--- config.mk ---
export PLATFORM = sky130hd
export DESIGN_NAME = ctl_top
export DESIGN_NICKNAME = d
export VERILOG_FILES = /design/src/ctl_pkg.sv /design/src/ctl_cfg_regs.sv /design/src/ctl_cmd_decode.sv /design/src/ctl_read_seq.sv /design/src/ctl_top.sv
export SDC_FILE = /design/constraint.sdc
export NUM_CORES = 1
export LEC_CHECK = 0
export ABC_AREA = 1
export BUFFER_PORTS_ARGS = -buffer_cell sky130_fd_sc_hd__buf_2
export CORE_AREA = 2 2 137 139
export CTS_BUF_LIST = sky130_fd_sc_hd__clkbuf_8
export CTS_CLUSTER_SIZE = 25
export DETAILED_ROUTE_END_ITERATION = 7
export DIE_AREA = 0 0 139 141
export SLEW_MARGIN = 40
export SYNTH_ARGS = -nofsm -noshare
export SYNTH_HDL_FRONTEND = slang
export SYNTH_SLANG_ARGS = --single-unit
--- constraint.sdc ---
create_clock -name clk -period 4.5 [get_ports clk]
set_clock_uncertainty 0.2 [all_clocks]
set_input_delay 0.9 -clock clk [delete_from_list [all_inputs] [get_ports clk]]
set_output_delay 0.9 -clock clk [all_outputs]
set_load 0.02 [all_outputs]
--- src/ctl_pkg.sv ---
// Command controller shared types

`default_nettype none

package ctl_pkg;

  // controller widths
  localparam int CTL_DATA_W   = 32;
  localparam int CTL_ROW_W    = 5;
  localparam int CTL_WAIT_W   = 3;
  localparam int CTL_REGION_W = 4;
  localparam int CTL_OFFSET_W = 12;

  typedef logic [CTL_DATA_W-1:0] ctl_data_t;
  typedef logic [CTL_ROW_W-1:0]  ctl_row_t;
  typedef logic [CTL_WAIT_W-1:0] ctl_wait_t;

  // region view of the address word
  typedef struct packed {
    logic [15:0]             pad;
    logic [CTL_REGION_W-1:0] region;
    logic [CTL_OFFSET_W-1:0] offset;
  } ctl_adr_region_t;

  // port view, rows for the two read ports
  typedef struct packed {
    logic [15:0] pad;
    logic [1:0]  rd_type;
    logic [2:0]  rsvd_hi;
    ctl_row_t    r1_row;
    logic        rsvd_lo;
    ctl_row_t    r0_row;
  } ctl_adr_port_t;

  // one address word, decoded both ways
  typedef union packed {
    ctl_adr_region_t rgn;
    ctl_adr_port_t   prt;
  } ctl_adr_u;

  // host command, strobes last one cycle
  typedef struct packed {
    logic      ctl_val;
    logic      ra_val;
    logic      we;
    logic [3:0] sel;
    ctl_adr_u  adr;
    ctl_data_t dat;
  } ctl_cmd_t;

  // read return sources
  typedef enum logic [2:0] {
    SRC_R0   = 3'd0,
    SRC_R1   = 3'd1,
    SRC_LO   = 3'd2,
    SRC_HI   = 3'd3,
    SRC_CFG0 = 3'd4,
    SRC_BIST = 3'd5,
    SRC_ACFG = 3'd6
  } ctl_rd_src_e;

  // controls driven to the array
  typedef struct packed {
    logic      r0_enb;
    ctl_row_t  r0_adr;
    logic      r1_enb;
    ctl_row_t  r1_adr;
    logic      w0_enb;
    ctl_row_t  w0_adr;
    ctl_data_t w0_dat;
    logic      cfg_wr;
    ctl_data_t cfg_wdat;
    ctl_data_t bist_ctl;
  } ra_port_t;

  // data returned by the array
  typedef struct packed {
    ctl_data_t r0_dat;
    ctl_data_t r1_dat;
    ctl_data_t cfg_rdat;
    ctl_data_t bist_status;
  } ra_rsp_t;

endpackage

`default_nettype wire

--- src/ctl_cfg_regs.sv ---
// Controller configuration register

`timescale 1ns/100ps
`default_nettype none

module ctl_cfg_regs
  import ctl_pkg::*;
#(
  parameter ctl_data_t CFG0_INIT = 32'h0000_0001
) (
  input  logic      clk,
  input  logic      rst,
  input  logic      cfg0_we,
  input  ctl_data_t cfg0_wdat,
  output ctl_data_t cfg0_q,
  output ctl_wait_t rd_wait
);

  // cfg0 layout
  //   31:3  reserved, stored and readable
  //   2:0   read wait cycles after the command cycle
  ctl_data_t cfg0_r;

  // whole word is stored so software sees what it wrote
  always_ff @(posedge clk) begin
    if (rst) begin
      cfg0_r <= CFG0_INIT;
    end else if (cfg0_we) begin
      cfg0_r <= cfg0_wdat;
    end
  end

  assign cfg0_q = cfg0_r;

  // only the low field steers the sequencer
  assign rd_wait = cfg0_r[CTL_WAIT_W-1:0];

endmodule

`default_nettype wire

--- src/ctl_cmd_decode.sv ---
// Host command decoder

`timescale 1ns/100ps
`default_nettype none

module ctl_cmd_decode
  import ctl_pkg::*;
#(
  parameter logic [CTL_REGION_W-1:0] CFG_REGION  = 4'hE,
  parameter logic [CTL_REGION_W-1:0] BIST_REGION = 4'hF,
  parameter logic [CTL_OFFSET_W-1:0] CFG0_OFFSET = 12'h000
) (
  input  ctl_cmd_t    cmd,
  input  logic        busy,
  output ra_port_t    ra_port,
  output logic        cfg0_we,
  output ctl_data_t   cfg0_wdat,
  output logic        rd_start,
  output ctl_rd_src_e rd_src
);

  ctl_adr_u  adr;
  logic      is_cfg;
  logic      is_bist;
  logic      special;
  logic      ctl_wr;
  logic      ctl_rd;
  logic      ra_wr;
  logic      ra_rd;
  logic      ra_port_rd;
  logic [1:0] rd_type;

  assign adr = cmd.adr;

  // region view picks the special areas
  assign is_cfg  = (adr.rgn.region == CFG_REGION);
  assign is_bist = (adr.rgn.region == BIST_REGION);
  assign special = is_cfg | is_bist;

  // port view gives the read type
  assign rd_type = adr.prt.rd_type;

  // classify the strobe
  assign ctl_wr = cmd.ctl_val & cmd.we;
  assign ctl_rd = cmd.ctl_val & ~cmd.we;
  assign ra_wr  = cmd.ra_val & cmd.we;
  assign ra_rd  = cmd.ra_val & ~cmd.we;

  // array read that goes through the row ports, dropped while busy
  assign ra_port_rd = ra_rd & ~special & ~busy;

  // cfg0 lives outside the special regions
  assign cfg0_we   = ctl_wr & ~special & (adr.rgn.offset == CFG0_OFFSET);
  assign cfg0_wdat = cmd.dat;

  // one read in flight, a read arriving while busy is lost
  assign rd_start = (ctl_rd | ra_rd) & ~busy;

  // array port controls for this cycle
  always_comb begin
    ra_port = '0;
    // r0 serves types 00, 10 and 11
    ra_port.r0_enb = ra_port_rd & (rd_type != 2'b01);
    ra_port.r0_adr = adr.prt.r0_row;
    // r1 serves types 01, 10 and 11
    ra_port.r1_enb = ra_port_rd & (rd_type != 2'b00);
    // type 01 reads the r0 row through r1
    ra_port.r1_adr = (rd_type == 2'b01) ? adr.prt.r0_row : adr.prt.r1_row;
    // row writes only outside the special regions
    ra_port.w0_enb = ra_wr & ~special & cmd.sel[0];
    ra_port.w0_adr = adr.prt.r0_row;
    ra_port.w0_dat = cmd.dat;
    ra_port.cfg_wr   = ra_wr & is_cfg & ~is_bist;
    ra_port.cfg_wdat = cmd.dat;
    // self-test word is only nonzero in the write cycle
    if (ra_wr && is_bist) begin
      ra_port.bist_ctl = cmd.dat;
    end
  end

  // read source selection
  always_comb begin
    if (is_bist) begin
      rd_src = SRC_BIST;
    end else if (is_cfg) begin
      rd_src = SRC_ACFG;
    end else if (cmd.ctl_val) begin
      rd_src = SRC_CFG0;
    end else begin
      // plain array read, source by read type
      case (rd_type)
        2'b00:   rd_src = SRC_R0;
        2'b01:   rd_src = SRC_R1;
        2'b10:   rd_src = SRC_LO;
        default: rd_src = SRC_HI;
      endcase
    end
  end

endmodule

`default_nettype wire

--- src/ctl_read_seq.sv ---
// Read sequencer and return mux

`timescale 1ns/100ps
`default_nettype none

module ctl_read_seq
  import ctl_pkg::*;
(
  input  logic        clk,
  input  logic        rst,
  input  logic        rd_start,
  input  ctl_rd_src_e rd_src,
  input  ctl_wait_t   rd_wait,
  input  ctl_data_t   cfg0_q,
  input  ra_rsp_t     ra_rsp,
  output logic        busy,
  output logic        rd_ack,
  output ctl_data_t   rd_dat
);

  typedef enum logic {
    ST_IDLE = 1'b0,
    ST_WAIT = 1'b1
  } seq_state_e;

  seq_state_e  state_q;
  seq_state_e  state_d;
  ctl_wait_t   cnt_q;
  ctl_wait_t   cnt_d;
  ctl_rd_src_e src_q;
  logic        cnt_zero;
  ctl_data_t   sel_dat;

  assign cnt_zero = (cnt_q == '0);

  // next state and wait count
  always_comb begin
    state_d = state_q;
    cnt_d   = cnt_q;
    case (state_q)
      ST_IDLE: begin
        // decoder already holds off starts while busy
        if (rd_start) begin
          state_d = ST_WAIT;
          cnt_d   = rd_wait;
        end
      end
      ST_WAIT: begin
        if (cnt_zero) begin
          state_d = ST_IDLE;
        end else begin
          cnt_d = cnt_q - 1'b1;
        end
      end
      default: state_d = ST_IDLE;
    endcase
  end

  always_ff @(posedge clk) begin
    if (rst) begin
      state_q <= ST_IDLE;
      cnt_q   <= '0;
    end else begin
      state_q <= state_d;
      cnt_q   <= cnt_d;
    end
  end

  // source is latched with the start, held for the whole wait
  always_ff @(posedge clk) begin
    if (rd_start) begin
      src_q <= rd_src;
    end
  end

  // busy from the cycle after the strobe up to the ack
  assign busy   = (state_q == ST_WAIT);
  assign rd_ack = busy & cnt_zero;

  // return word by latched source
  always_comb begin
    case (src_q)
      SRC_R0:   sel_dat = ra_rsp.r0_dat;
      SRC_R1:   sel_dat = ra_rsp.r1_dat;
      // r1 half on top, r0 half below
      SRC_LO:   sel_dat = {ra_rsp.r1_dat[15:0], ra_rsp.r0_dat[15:0]};
      SRC_HI:   sel_dat = {ra_rsp.r1_dat[31:16], ra_rsp.r0_dat[31:16]};
      SRC_CFG0: sel_dat = cfg0_q;
      SRC_BIST: sel_dat = ra_rsp.bist_status;
      SRC_ACFG: sel_dat = ra_rsp.cfg_rdat;
      default:  sel_dat = '1;
    endcase
  end

  // data bus stays quiet outside the ack cycle
  assign rd_dat = rd_ack ? sel_dat : '0;

endmodule

`default_nettype wire

--- src/ctl_top.sv ---
// Command controller top level

`timescale 1ns/100ps
`default_nettype none

module ctl_top
  import ctl_pkg::*;
#(
  parameter logic [CTL_REGION_W-1:0] CFG_REGION  = 4'hE,
  parameter logic [CTL_REGION_W-1:0] BIST_REGION = 4'hF,
  parameter logic [CTL_OFFSET_W-1:0] CFG0_OFFSET = 12'h000,
  parameter ctl_data_t               CFG0_INIT   = 32'h0000_0001
) (
  input  logic      clk,
  input  logic      rst,
  input  ctl_cmd_t  cmd,
  input  ra_rsp_t   ra_rsp,
  output ra_port_t  ra_port,
  output logic      rd_ack,
  output ctl_data_t rd_dat
);

  logic        cfg0_we;
  ctl_data_t   cfg0_wdat;
  ctl_data_t   cfg0_q;
  ctl_wait_t   rd_wait;
  logic        rd_start;
  ctl_rd_src_e rd_src;
  logic        busy;

  // cfg0, holds the read wait count
  ctl_cfg_regs #(
    .CFG0_INIT (CFG0_INIT)
  ) cfg_regs_i (
    .clk       (clk),
    .rst       (rst),
    .cfg0_we   (cfg0_we),
    .cfg0_wdat (cfg0_wdat),
    .cfg0_q    (cfg0_q),
    .rd_wait   (rd_wait)
  );

  // strobe decode, array controls in the strobe cycle
  ctl_cmd_decode #(
    .CFG_REGION  (CFG_REGION),
    .BIST_REGION (BIST_REGION),
    .CFG0_OFFSET (CFG0_OFFSET)
  ) cmd_decode_i (
    .cmd       (cmd),
    .busy      (busy),
    .ra_port   (ra_port),
    .cfg0_we   (cfg0_we),
    .cfg0_wdat (cfg0_wdat),
    .rd_start  (rd_start),
    .rd_src    (rd_src)
  );

  // wait, then one-cycle ack with the selected word
  ctl_read_seq read_seq_i (
    .clk      (clk),
    .rst      (rst),
    .rd_start (rd_start),
    .rd_src   (rd_src),
    .rd_wait  (rd_wait),
    .cfg0_q   (cfg0_q),
    .ra_rsp   (ra_rsp),
    .busy     (busy),
    .rd_ack   (rd_ack),
    .rd_dat   (rd_dat)
  );

endmodule

`default_nettype wire

Yosys cells after proc, flatten, opt, wreduce, memory -nomap -nowiden:

Cells that the tools add are included.

* bits in registers: 39
* output and inout bits: 148

* $add $sub $neg: 1
* muxes and demuxes: 13
* reductions and logical operators: 8
* bitwise gates (word level): 22
* equality and inequality tests: 13

Operators with widths (number)
* 32-bit case mux with 7 select lines: 1
* 32-bit 2-to-1 mux: 2
* 1-bit bitwise AND: 16
* 12-bit zero test: 1
* 3-bit == test (second input constant): 3
* 4-bit == test (second input constant): 2
* 3-bit by 2-bit == test with 1-bit output (second input constant): 2
* 3-bit zero test: 2
* 3-bit 2-to-1 mux: 2
* 2-bit case mux with 3 select lines: 1
* 3-bit case mux with 2 select lines: 1
* 5-bit 2-to-1 mux: 1
* 2-bit 2-to-1 mux: 2
* 2-bit by 1-bit != test with 1-bit output (second input constant): 2
* 1-bit inverter: 4
* 3-bit by 1-bit == test with 1-bit output (second input constant): 1
* 3-bit OR reduction: 1
* 3-bit by 1-bit subtractor with 3-bit output (second input constant): 1
* 2-bit by 1-bit == test with 1-bit output (second input constant): 1
* 2-bit == test (second input constant): 1
* 2-bit zero test: 1
* 1-bit 2-to-1 mux: 2
* 2-bit != test (second input constant): 1
* 1-bit OR: 2
* other kinds (4): 4

Depth between registers and ports, before layout:

Gate-level depths: netlist (run 1).

* word-level depth: 6
* depth in mapped cells: 9
* depth with buffers taken out: 8

Modules after synthesis:

A second synthesis (run 1) with hierarchy kept.

* cells, all modules: 894
* area total of the unflattened synthesis: 5196.2 µm²

By module, submodules not included
* ctl_read_seq: instances 1, cells each 467, area each 2471.1 µm², seq. area each 170.2 µm²
* ctl_cmd_decode: instances 1, cells each 222, area each 1366.3 µm², seq. area each 0.0 µm²
* ctl_cfg_regs: instances 1, cells each 205, area each 1358.8 µm², seq. area each 640.6 µm²

Worst setup path after synthesis (run 1):

Ideal clock, no wire load.

* path type: input-to-output
* from: in cmd[46] (netlist name)
* to: out ra_port[105] (netlist name)
* path buffers: 0
* stages on the path: 4
* data required time: 3400 ps
* data arrival time: 1845 ps
* setup slack: 1555 ps
* cells stage by stage: inv_1 nor2_1 inv_1 o21ai_0

RTL lines
* start, declared: line ctl_top.sv:16 `input ctl_cmd_t cmd,`
* end, declared: line ctl_top.sv:18 `output ra_port_t ra_port,`

Worst setup path after layout (run 1):

* from: reg read_seq_i.src_q[0]
* to: out rd_dat[7]

* cells in the longest elaborated chain, start to end: 3

RTL lines
* start, declared: line ctl_read_seq.sv:30 `ctl_rd_src_e src_q;`
* start signal, assigned: line ctl_read_seq.sv:72 `src_q <= rd_src;`
* 3-bit == test (tied with other cells): line ctl_read_seq.sv:82 `case (src_q)`
* 32-bit case mux with 7 select lines (*): line ctl_read_seq.sv:82
* 32-bit 2-to-1 mux (*): line ctl_read_seq.sv:96 `assign rd_dat = rd_ack ? sel_dat : '0;`
* end, declared: line ctl_top.sv:20 `output ctl_data_t rd_dat`

Every way passes the cells marked *; elsewhere a longest branch is shown, timed or not.

==> impl_metrics.env, run 1 <==
export IMPL_post_cts_buffers=0
export IMPL_p_seq_share_pct=32.1
export IMPL_place_congestion=0.837
export IMPL_clock_sinks=39
export IMPL_peakVddDrop_v=0.0000835
export IMPL_ys_warnings_count=0
export IMPL_grt_usage_pct=20.2
export IMPL_powerDensity_nw_per_um2=184
export IMPL_setup_violations=0
export IMPL_drive_above_1_share_pct=34.6
export IMPL_maxSlewViolCount=0
export IMPL_io_pins=349
export IMPL_start_util_pct=26.9
export IMPL_tightest_slew_ps=788
export IMPL_wirelength_microns=20900
export IMPL_syn_cell_area_sq_um=4910
export IMPL_path_clk_slew_ps=80
export IMPL_period_share_pct=80.2
export IMPL_synth_seq_area_share_pct=16.5
export IMPL_cp_arrival_ps=2510
export IMPL_area_growth_pct=24.6
export IMPL_power_switching_mw=0.466
export IMPL_nets=1272
export IMPL_antenna_found_initial=0
export IMPL_postCtsResizedCells=0
export IMPL_wl_per_cell_microns=16.1
export IMPL_ys_ff_latch=39
export IMPL_hold_viol=0
export IMPL_p_leak_nw=3.54
export IMPL_drt_pre_antenna_iters=5
export IMPL_startpoint_type="flip-flop"
export IMPL_cts_root_buffer="clkbuf_8"
export IMPL_internal_power_mw=0.660
export IMPL_crit_path_frequent_cell="nor2_1"
export IMPL_r2r_cells=8
export IMPL_die_w_microns=139
export IMPL_clk_latency_ps=290
export IMPL_hp_class="reg -> reg"
export IMPL_ant_nets=0
export IMPL_synth_top_cells_by_count="nand2_1, nor2_1, nand4_1"
export IMPL_synth_top_area_share_pct=14.7
export IMPL_num_fill_cells=2102
export IMPL_crit_chain="buf_4 > nand3_2 > inv_1 > nor2_1 > nand2_1 > nor2_1 > nor2_1 > buf_2"
export IMPL_fin_tns_setup_ps=0
export IMPL_tritoncts="yes"
export IMPL_critPathRequiredTime_ps=3400
export IMPL_swShare_pct=41.4
export IMPL_core_sq_um=18300
export IMPL_drcViolationCount=0
export IMPL_clockPowerShare_pct=22.8
export IMPL_syn_instance_count=862
export IMPL_worstPathMaxFanout=23
export IMPL_syn_area_per_cell_sq_um=5.69
export IMPL_timing_worst_setup_path_type="reg -> out"
export IMPL_ys_types=30
export IMPL_slowest_stage="nand3_2"
export IMPL_drv_cap=0
export IMPL_cts_buffer_depth=2
export IMPL_post_route_min_period_ps=3610
export IMPL_grt_overflow=0
export IMPL_critPathMaxStageDelay_ps=560
export IMPL_dr_first_iter_drc_count=450
export IMPL_synth_edf_count=3
export IMPL_synth_nets=1065
export IMPL_fmax_mhz=277
export IMPL_synth_area_leaders="dfxtp_1, nand4_1, nand2_1"
export IMPL_grt_pass1_vias=5878
export IMPL_cts_buffers=5
export IMPL_dieArea_sq_um=19600
export IMPL_fp_dieH_microns=141
export IMPL_hold_depth=2
export IMPL_yosysMostFrequentCell="nand2_1"
export IMPL_combPwrFrac_pct=45.1
export IMPL_cp_end_kind="output port"
export IMPL_viasPerCell=4.89
export IMPL_maxSlewHeadroom_pct=47.4
export IMPL_synth_async_reset_ratio_pct=0
export IMPL_grt_start_max_net_pins=74
export IMPL_yosys_most_used_dff="dfxtp_1"
export IMPL_grt_pass1_wl_microns=31800
export IMPL_io_buffers=329
export IMPL_power_mw=1.13
export IMPL_hold_buffers=0
export IMPL_rsz0062_at_grt="no"
export IMPL_dp_hpwl_microns=16000
export IMPL_h_tree_depth=2
export IMPL_vias=6382
export IMPL_antenna_cells=0
export IMPL_yosys_area_top_type="dfxtp_1"
export IMPL_std_cell_rows=50
export IMPL_outcome="complete, no violations"
## registers in the layout, summed over array words and instances (netlist names)
signal / cells
cfg_regs_i.cfg0_q: 32
read_seq_i.cnt_q: 3
read_seq_i.src_q: 3
read_seq_i.busy: 1
## through the flow
stage	std cells	area [sq um]	hold slack, ps	setup WS (ps)	util (%)
after floorplan	862	4910	243	1550	-
after global placement	1296	6020	259	1210	32.9
after detailed placement	1296	6020	262	1220	32.9
after CTS	1304	6120	274	886	33.5
after global routing	1304	6120	306	746	33.5
final	1304	6120	270	893	33.5
## layout make-up
class | instances | area (sq um) | area share [%]
timing repair buffer | 345 | 1770 | 28.9
clock inverter | 1 | 3.75 | 0.0614
inverter | 79 | 300 | 4.91
clock buffer | 7 | 96.3 | 1.57
multi-input combinational | 599 | 2850 | 46.5
sequential | 39 | 811 | 13.3
tap | 234 | 293 | 4.79
## cells by family (layout without fill, tap and decap cells)
| kind of cell | after synthesis | after routing | synth area share [%] |
|---|---|---|---|
| flip-flops | 39 | 39 | 16.5 |
| adder cells (fa/ha/maj) | 2 | 2 | 0.510 |
| AND/OR/NAND/NOR | 499 | 499 | 46.8 |
| buffers and inverters | 224 | 432 | 25.6 |
| XOR/XNOR | 1 | 1 | 0.178 |
| AO/OA/AOI/OAI | 97 | 97 | 10.4 |
## placed cells by master (no fill, tap or decap), drive strengths merged
master  netlist  layout
inv          77      78
dfxtp        36      36
clkbuf       15       7
nand3        88      88
o22ai         1       1
nor3          1       1
nand2       170     170
o21ai         9       9
xor2          1       1
nor2        136     136
a21oi        82      82
clkinv        2       2
or2           1       1
o211ai        4       4
edfxtp        3       3
nand4       103     103
ha            2       2
buf         130     345
o21bai        1       1
## power groups by stage
stage	Sequential [mW]	Clock (mW)	Combinational (mW)
final	0.362	0.257	0.508
after global routing	0.362	0.277	0.557
after CTS	0.361	0.263	0.510
after global placement	0.369	0	0.507
after floorplan	0.367	0	0.352
after detailed placement	0.369	0	0.508
## worst paths after layout
kind	from	to	slack (ps)
min	read_seq_i.cnt_q[0]	read_seq_i.cnt_q[0]	270
min reg2reg	read_seq_i.cnt_q[0]	read_seq_i.cnt_q[0]	270
max reg2reg	read_seq_i.cnt_q[0]	read_seq_i.cnt_q[1]	3060
max	read_seq_i.src_q[0]	rd_dat[7]	890
## layer usage
layer | track usage (%) | vias up | wire length (microns)
met4 | 6.70 | 0 | 519
li1 | - | 3200 | -
met5 | 0 | - | 0
met3 | 1.46 | 31 | 1460
met1 | 27.7 | 2818 | 9350
met2 | 33.8 | 333 | 9610
## worst max-delay path: cells and delay by family (launching register included)
| kind | cells | cell delay (ps) |
|---|---|---|
| AND/OR/NAND/NOR | 5 | 840 |
| buffers and inverters | 3 | 900 |
| flip-flops | 1 | 470 |
Power figures use the tool's default switching activity.
==> inputs of run 2 (changes only) <==
- CORE_AREA: 2 2 137 139 -> 2 2 135 137
- DIE_AREA: 0 0 139 141 -> 0 0 137 139
- clock period: 4.5 -> 3.44 ns (I/O delays scaled with it)
==> run 2 against run 1 <==
Power grew 33%. Count of clock-buffer cells in the layout did not move. Combinational power is 32% higher. Utilization increased by 1.8 points. Global-route usage is 1.1 points higher. Critical endpoint is now rd_dat[17]. Critical path type unchanged. Register-to-register slack worse by 1100 ps. Routed wire length rose by 4.5%. Sequential power grew 31%. Worst hold slack improved by 1.1 ps. Largest cell class unchanged. Non-clock buffer count grew 7.
==> impl_metrics.env, run 2 (synthesized netlist as in run 1, its figures left out) <==
export IMPL_grt_overflow=0
export IMPL_hold_buffers=0
export IMPL_cts_buffers=5
export IMPL_h_tree_depth=2
export IMPL_dieArea_sq_um=19000
export IMPL_grt_usage_pct=21.3
export IMPL_maxSlewHeadroom_pct=48.9
export IMPL_rsz0062_at_grt="no"
export IMPL_dp_hpwl_microns=17000
export IMPL_powerDensity_nw_per_um2=240
export IMPL_critPathRequiredTime_ps=2550
export IMPL_cp_arrival_ps=2270
export IMPL_std_cell_rows=49
export IMPL_num_fill_cells=2019
export IMPL_p_leak_nw=3.59
export IMPL_post_route_min_period_ps=3160
export IMPL_area_growth_pct=26.9
export IMPL_drt_pre_antenna_iters=5
export IMPL_dr_first_iter_drc_count=543
export IMPL_worstHoldStart="read_seq_i.cnt_q[0]"
export IMPL_io_pins=349
export IMPL_die_w_microns=137
export IMPL_place_congestion=0.866
export IMPL_wl_per_cell_microns=16.7
export IMPL_antenna_found_initial=1
export IMPL_drcViolationCount=0
export IMPL_grt_pass1_vias=5628
export IMPL_nets=1279
export IMPL_drive_above_1_share_pct=35.0
export IMPL_place_area_sq_um=6120
export IMPL_wirelength_microns=21900
export IMPL_post_cts_buffers=0
export IMPL_postCtsResizedCells=0
export IMPL_clock_sinks=39
export IMPL_clk_latency_ps=300
export IMPL_ant_nets=0
export IMPL_start_util_pct=27.8
export IMPL_path_clk_slew_ps=80
export IMPL_final_area_sq_um=6230
export IMPL_vias=6489
export IMPL_maxSlewViolCount=0
export IMPL_grt_pass1_wl_microns=31700
export IMPL_outcome="complete, no violations"
export IMPL_fmax_mhz=316
export IMPL_peakVddDrop_v=0.000137
export IMPL_drv_cap=0
export IMPL_place_ws_ps=584
export IMPL_setup_worst_path_start="read_seq_i.src_q[1]"
export IMPL_final_common_cell="buf_2"
export IMPL_tightest_slew_ps=765
export IMPL_cts_buffer_depth=2
export IMPL_startpoint_type="flip-flop"
export IMPL_io_buffers=329
export IMPL_viasPerCell=4.96
export IMPL_grt_start_max_net_pins=75
export IMPL_worstPathMaxFanout=15
export IMPL_timing_final_ws_setup_ps=279
export IMPL_fin_tns_setup_ps=0
export IMPL_setup_violations=0
export IMPL_core_sq_um=17700
export IMPL_largest_reg_flops=32
export IMPL_layout_common_cells="buf_2, nand2_1, nor2_1, nand4_1, nand3_1"
export IMPL_period_share_pct=91.9
export IMPL_cts_root_buffer="clkbuf_8"
export IMPL_cp_end_kind="output port"
export IMPL_hp_class="reg -> reg"
export IMPL_timing_rr_start="read_seq_i.cnt_q[0]"
export IMPL_fp_dieH_microns=139
export IMPL_hold_viol=0
export IMPL_power_mw=1.49
export IMPL_tritoncts="yes"
export IMPL_timing_worst_setup_path_type="reg -> out"
==> run 2: cell count changes in the layout (fill, tap and decap cells not counted), sizes merged <==
cell / before / now
diode: 0 / 1
buf: 345 / 352
==> run 2: metal layers <==
metal  GRT usage, %  part of all wire (%)
met3           2.12                   7.5
met5              0                     0
met4           6.29                   2.3
met2           34.7                    46
met1           29.5                    44
==> run 2: through the flow <==
step                      hold slack (ps)  std cells  util [%]
after floorplan                       243        862         -
after global placement                260       1298      34.7
after detailed placement              263       1298      34.7
after CTS                             275       1306      35.3
after global routing                  303       1307      35.3
final                                 271       1307      35.3
==> run 2: layout make-up <==
| cell class | instances | area, sq um | area share [%] |
|---|---|---|---|
| Antenna cell | 1 | 2.50 | 0.0402 |
| Clock buffer | 7 | 96.3 | 1.55 |
| Clock inverter | 1 | 6.26 | 0.100 |
| Inverter | 79 | 299 | 4.80 |
| Multi-Input combinational cell | 599 | 2850 | 45.7 |
| Sequential cell | 39 | 811 | 13.0 |
| Tap cell | 229 | 287 | 4.60 |
| Timing Repair Buffer | 352 | 1880 | 30.2 |
==> run 2: report_power, final <==
part           switching [mW]  leakage, nW  total (mW)  internal (mW)
combinational           0.447         3.22       0.672          0.225
clock                   0.165       0.0548       0.348          0.183
sequential            0.00951        0.320       0.475          0.465
total                   0.621         3.59        1.49          0.873
==> run 2: worst max-delay path, cell delays in order (launching register included) <==
cell	delay (ps)
edfxtp_1	490
inv_2	300
nand3_2	310
nand2_2	380
nand2_1	90
nand2_1	70
inv_1	40
a21oi_1	110
buf_2	180
==> run 2: path summary, 6_finish.rpt <==
kind,to,slack (ps),depth (start not counted)
hold reg to reg,read_seq_i.cnt_q[0],270,2
hold / removal,read_seq_i.cnt_q[0],270,2
setup / recovery,rd_dat[17],280,8
setup reg to reg,read_seq_i.cnt_q[2],1990,7
==> inputs of run 3 (changes only) <==
--- a/config.mk
+++ b/config.mk
@@ -8,11 +8,12 @@
 export ABC_AREA = 1
 export BUFFER_PORTS_ARGS = -buffer_cell sky130_fd_sc_hd__buf_2
-export CORE_AREA = 2 2 135 137
+export CORE_AREA = 2 2 137 139
 export CTS_BUF_LIST = sky130_fd_sc_hd__clkbuf_8
 export CTS_CLUSTER_SIZE = 25
 export DETAILED_ROUTE_END_ITERATION = 7
-export DIE_AREA = 0 0 137 139
+export DIE_AREA = 0 0 139 141
 export SLEW_MARGIN = 40
 export SYNTH_ARGS = -nofsm -noshare
 export SYNTH_HDL_FRONTEND = slang
+export SYNTH_HIERARCHICAL = 1
 export SYNTH_SLANG_ARGS = --single-unit
==> constraint.sdc (replaced) <==
create_clock -name clk -period 3.44 [get_ports clk]
set_clock_uncertainty 0.2 [all_clocks]
set_input_delay 0.344 -clock clk [delete_from_list [all_inputs] [get_ports clk]]
set_output_delay 0.344 -clock clk [all_outputs]
set_load 0.02 [all_outputs]
==> run 3 against run 2 <==
Clock power down 3%. Sequential share of layout area up 0.27 points. Register-to-register slack worse by 240 ps. Die area up 2.9%. Setup slack better by 380 ps. Sequential cell count unchanged. Count of clock-buffer cells in the layout down 2. Power up 1.6%. Combinational power up 4.5%. Design area down 2.0%. First-iteration DRC count down 42%. Highest routed layer is now met5. Critical path depth down 1.
==> impl_metrics.env, run 3 <==
export IMPL_die_w_microns=139
export IMPL_post_route_min_period_ps=2780
export IMPL_nets=1272
export IMPL_synth_async_reset_ratio_pct=0
export IMPL_ys_types=24
export IMPL_rr_endpoint="read_seq_i/cnt_q[0]"
export IMPL_final_common_cell="buf_2"
export IMPL_hold_viol=0
export IMPL_cts_root_buffer="clkbuf_8"
export IMPL_period_share_pct=80.8
export IMPL_drt_pre_antenna_iters=5
export IMPL_largest_reg_flops=32
export IMPL_drv_cap=0
export IMPL_area_growth_pct=17.5
export IMPL_vias=6079
export IMPL_start_util_pct=28.4
export IMPL_tritoncts="yes"
export IMPL_hp_class="in -> reg"
export IMPL_synth_top_cells_by_count="nor2_1, nand2_1, buf_4"
export IMPL_yosys_area_top_type="buf_4"
export IMPL_cp_arrival_ps=2230
export IMPL_r2r_cells=6
export IMPL_std_cell_rows=50
export IMPL_hold_buffers=0
export IMPL_grt_overflow=0
export IMPL_p_leak_nw=3.53
export IMPL_wirelength_microns=19900
export IMPL_synth_edf_count=3
export IMPL_place_area_sq_um=6000
export IMPL_r2r_slack_ps=1750
export IMPL_drive_above_1_share_pct=37.0
export IMPL_synth_area_leaders="buf_4, dfxtp_1, nand4_1"
export IMPL_h_tree_depth=2
export IMPL_startpoint_type="flip-flop"
export IMPL_core_sq_um=18300
export IMPL_synth_seq_area_share_pct=15.6
export IMPL_clock_sinks=39
export IMPL_min_to="read_seq_i/cnt_q[2]"
export IMPL_grt_pass1_wl_microns=30300
export IMPL_timing_worst_setup_path_type="reg -> out"
export IMPL_io_pins=349
export IMPL_timing_rr_start="read_seq_i/busy"
export IMPL_syn_cell_area_sq_um=5200
export IMPL_synth_top_area_share_pct=17.5
export IMPL_path_clk_slew_ps=90
export IMPL_tightest_slew_ps=741
export IMPL_setup_violations=0
export IMPL_worstPathMaxFanout=29
export IMPL_syn_area_per_cell_sq_um=5.81
export IMPL_grt_start_max_net_pins=47
export IMPL_dieArea_sq_um=19600
export IMPL_critPathRequiredTime_ps=2900
export IMPL_viasPerCell=4.65
export IMPL_final_area_sq_um=6100
export IMPL_drcViolationCount=0
export IMPL_rsz0062_at_grt="no"
export IMPL_ant_nets=0
export IMPL_maxSlewViolCount=0
export IMPL_powerDensity_nw_per_um2=249
export IMPL_synth_nets=1097
export IMPL_fp_dieH_microns=141
export IMPL_outcome="complete, no violations"
export IMPL_ys_ff_latch=39
export IMPL_grt_pass1_vias=5648
export IMPL_yosys_most_used_dff="dfxtp_1"
export IMPL_worstHoldStart="rst"
export IMPL_io_buffers=329
export IMPL_fin_tns_setup_ps=0
export IMPL_post_cts_buffers=0
export IMPL_cts_buffers=5
export IMPL_place_congestion=0.848
export IMPL_yosysMostFrequentCell="nor2_1"
export IMPL_dp_hpwl_microns=15100
export IMPL_postCtsResizedCells=0
export IMPL_hold_depth=2
export IMPL_grt_usage_pct=19.3
export IMPL_fmax_mhz=360
export IMPL_antenna_found_initial=6
export IMPL_maxSlewHeadroom_pct=50.5
export IMPL_ys_warnings_count=6
export IMPL_cp_end_kind="output port"
export IMPL_wl_per_cell_microns=15.2
export IMPL_syn_instance_count=894
export IMPL_clk_latency_ps=310
export IMPL_peakVddDrop_v=0.000126
export IMPL_cts_buffer_depth=2
export IMPL_dr_first_iter_drc_count=313
export IMPL_layout_common_cells="buf_2, nor2_1, nand2_1, nand4_1, inv_1"
==> run 3: cell type report <==
| type | count | area [sq um] |
|---|---|---|
| timing repair buffer | 342 | 1780 |
| antenna | 4 | 10.0 |
| inverter | 98 | 369 |
| sequential | 39 | 811 |
| tap | 234 | 293 |
| multi-input combinational | 583 | 2750 |
| clock buffer | 5 | 68.8 |
| fill | 2073 | 12200 |
| clock inverter | 3 | 23.8 |
==> run 3: logic make-up (layout without fill, tap and decap cells) <==
group                      Yosys count  after routing  synth area share (%)
DFF                                 39             39                  15.6
buffers and inverters              272            448                  31.7
and+or+nand+nor                    539            539                  48.2
other                                0              4                     0
AOI/OAI and AO/OA                   42             42                  4.09
adders and majority gates            2              2                 0.482
==> run 3: metrics by stage <==
stage	worst slack (ps)	cells	utilization (%)	hold WS (ps)	total power [mW]
floorplan	1530	894	-	213	0.996
global route	464	1307	33.4	35.2	1.62
CTS	661	1304	33.4	33.9	1.54
detailed placement	1020	1296	32.9	263	1.19
global placement	1000	1296	32.9	258	1.19
finish	662	1308	33.4	41.2	1.52
==> run 3: worst max-delay path by stage <==
| stage | endpoint | cells past startpoint | from |
|---|---|---|---|
| detailed placement | rd_dat[30] | 6 | read_seq_i/src_q[2] |
| CTS | rd_dat[30] | 6 | read_seq_i/src_q[2] |
| global route | rd_dat[6] | 7 | read_seq_i/src_q[1] |
| floorplan | rd_dat[27] | 8 | read_seq_i/src_q[0] |
| global placement | rd_dat[1] | 7 | read_seq_i/src_q[1] |
| finish | rd_dat[6] | 7 | read_seq_i/src_q[1] |
==> run 3: power breakdown <==
group | switching, mW | total (mW) | internal (mW)
Sequential | 0.0116 | 0.478 | 0.466
Clock | 0.193 | 0.338 | 0.145
Combinational | 0.467 | 0.702 | 0.235
==> run 3: routing by layer <==
metal  wire length [microns]  vias up  GRT usage (%)  share of wire (%)
li1                        -     3101              -                  -
met1                    8760     2673           25.9                 44
met2                    9290      268           31.9                 47
met3                    1310       33           3.43                6.6
met4                     475        4           5.58                2.4
met5                      27        -              0               0.14
==> run 3: worst max-delay path, stage by stage (launching register included) <==
cell	delay, ps
edfxtp_1	550
inv_2	480
buf_4	310
nand4_1	100
nand3_1	110
nor2_1	70
nor2_1	100
buf_2	180
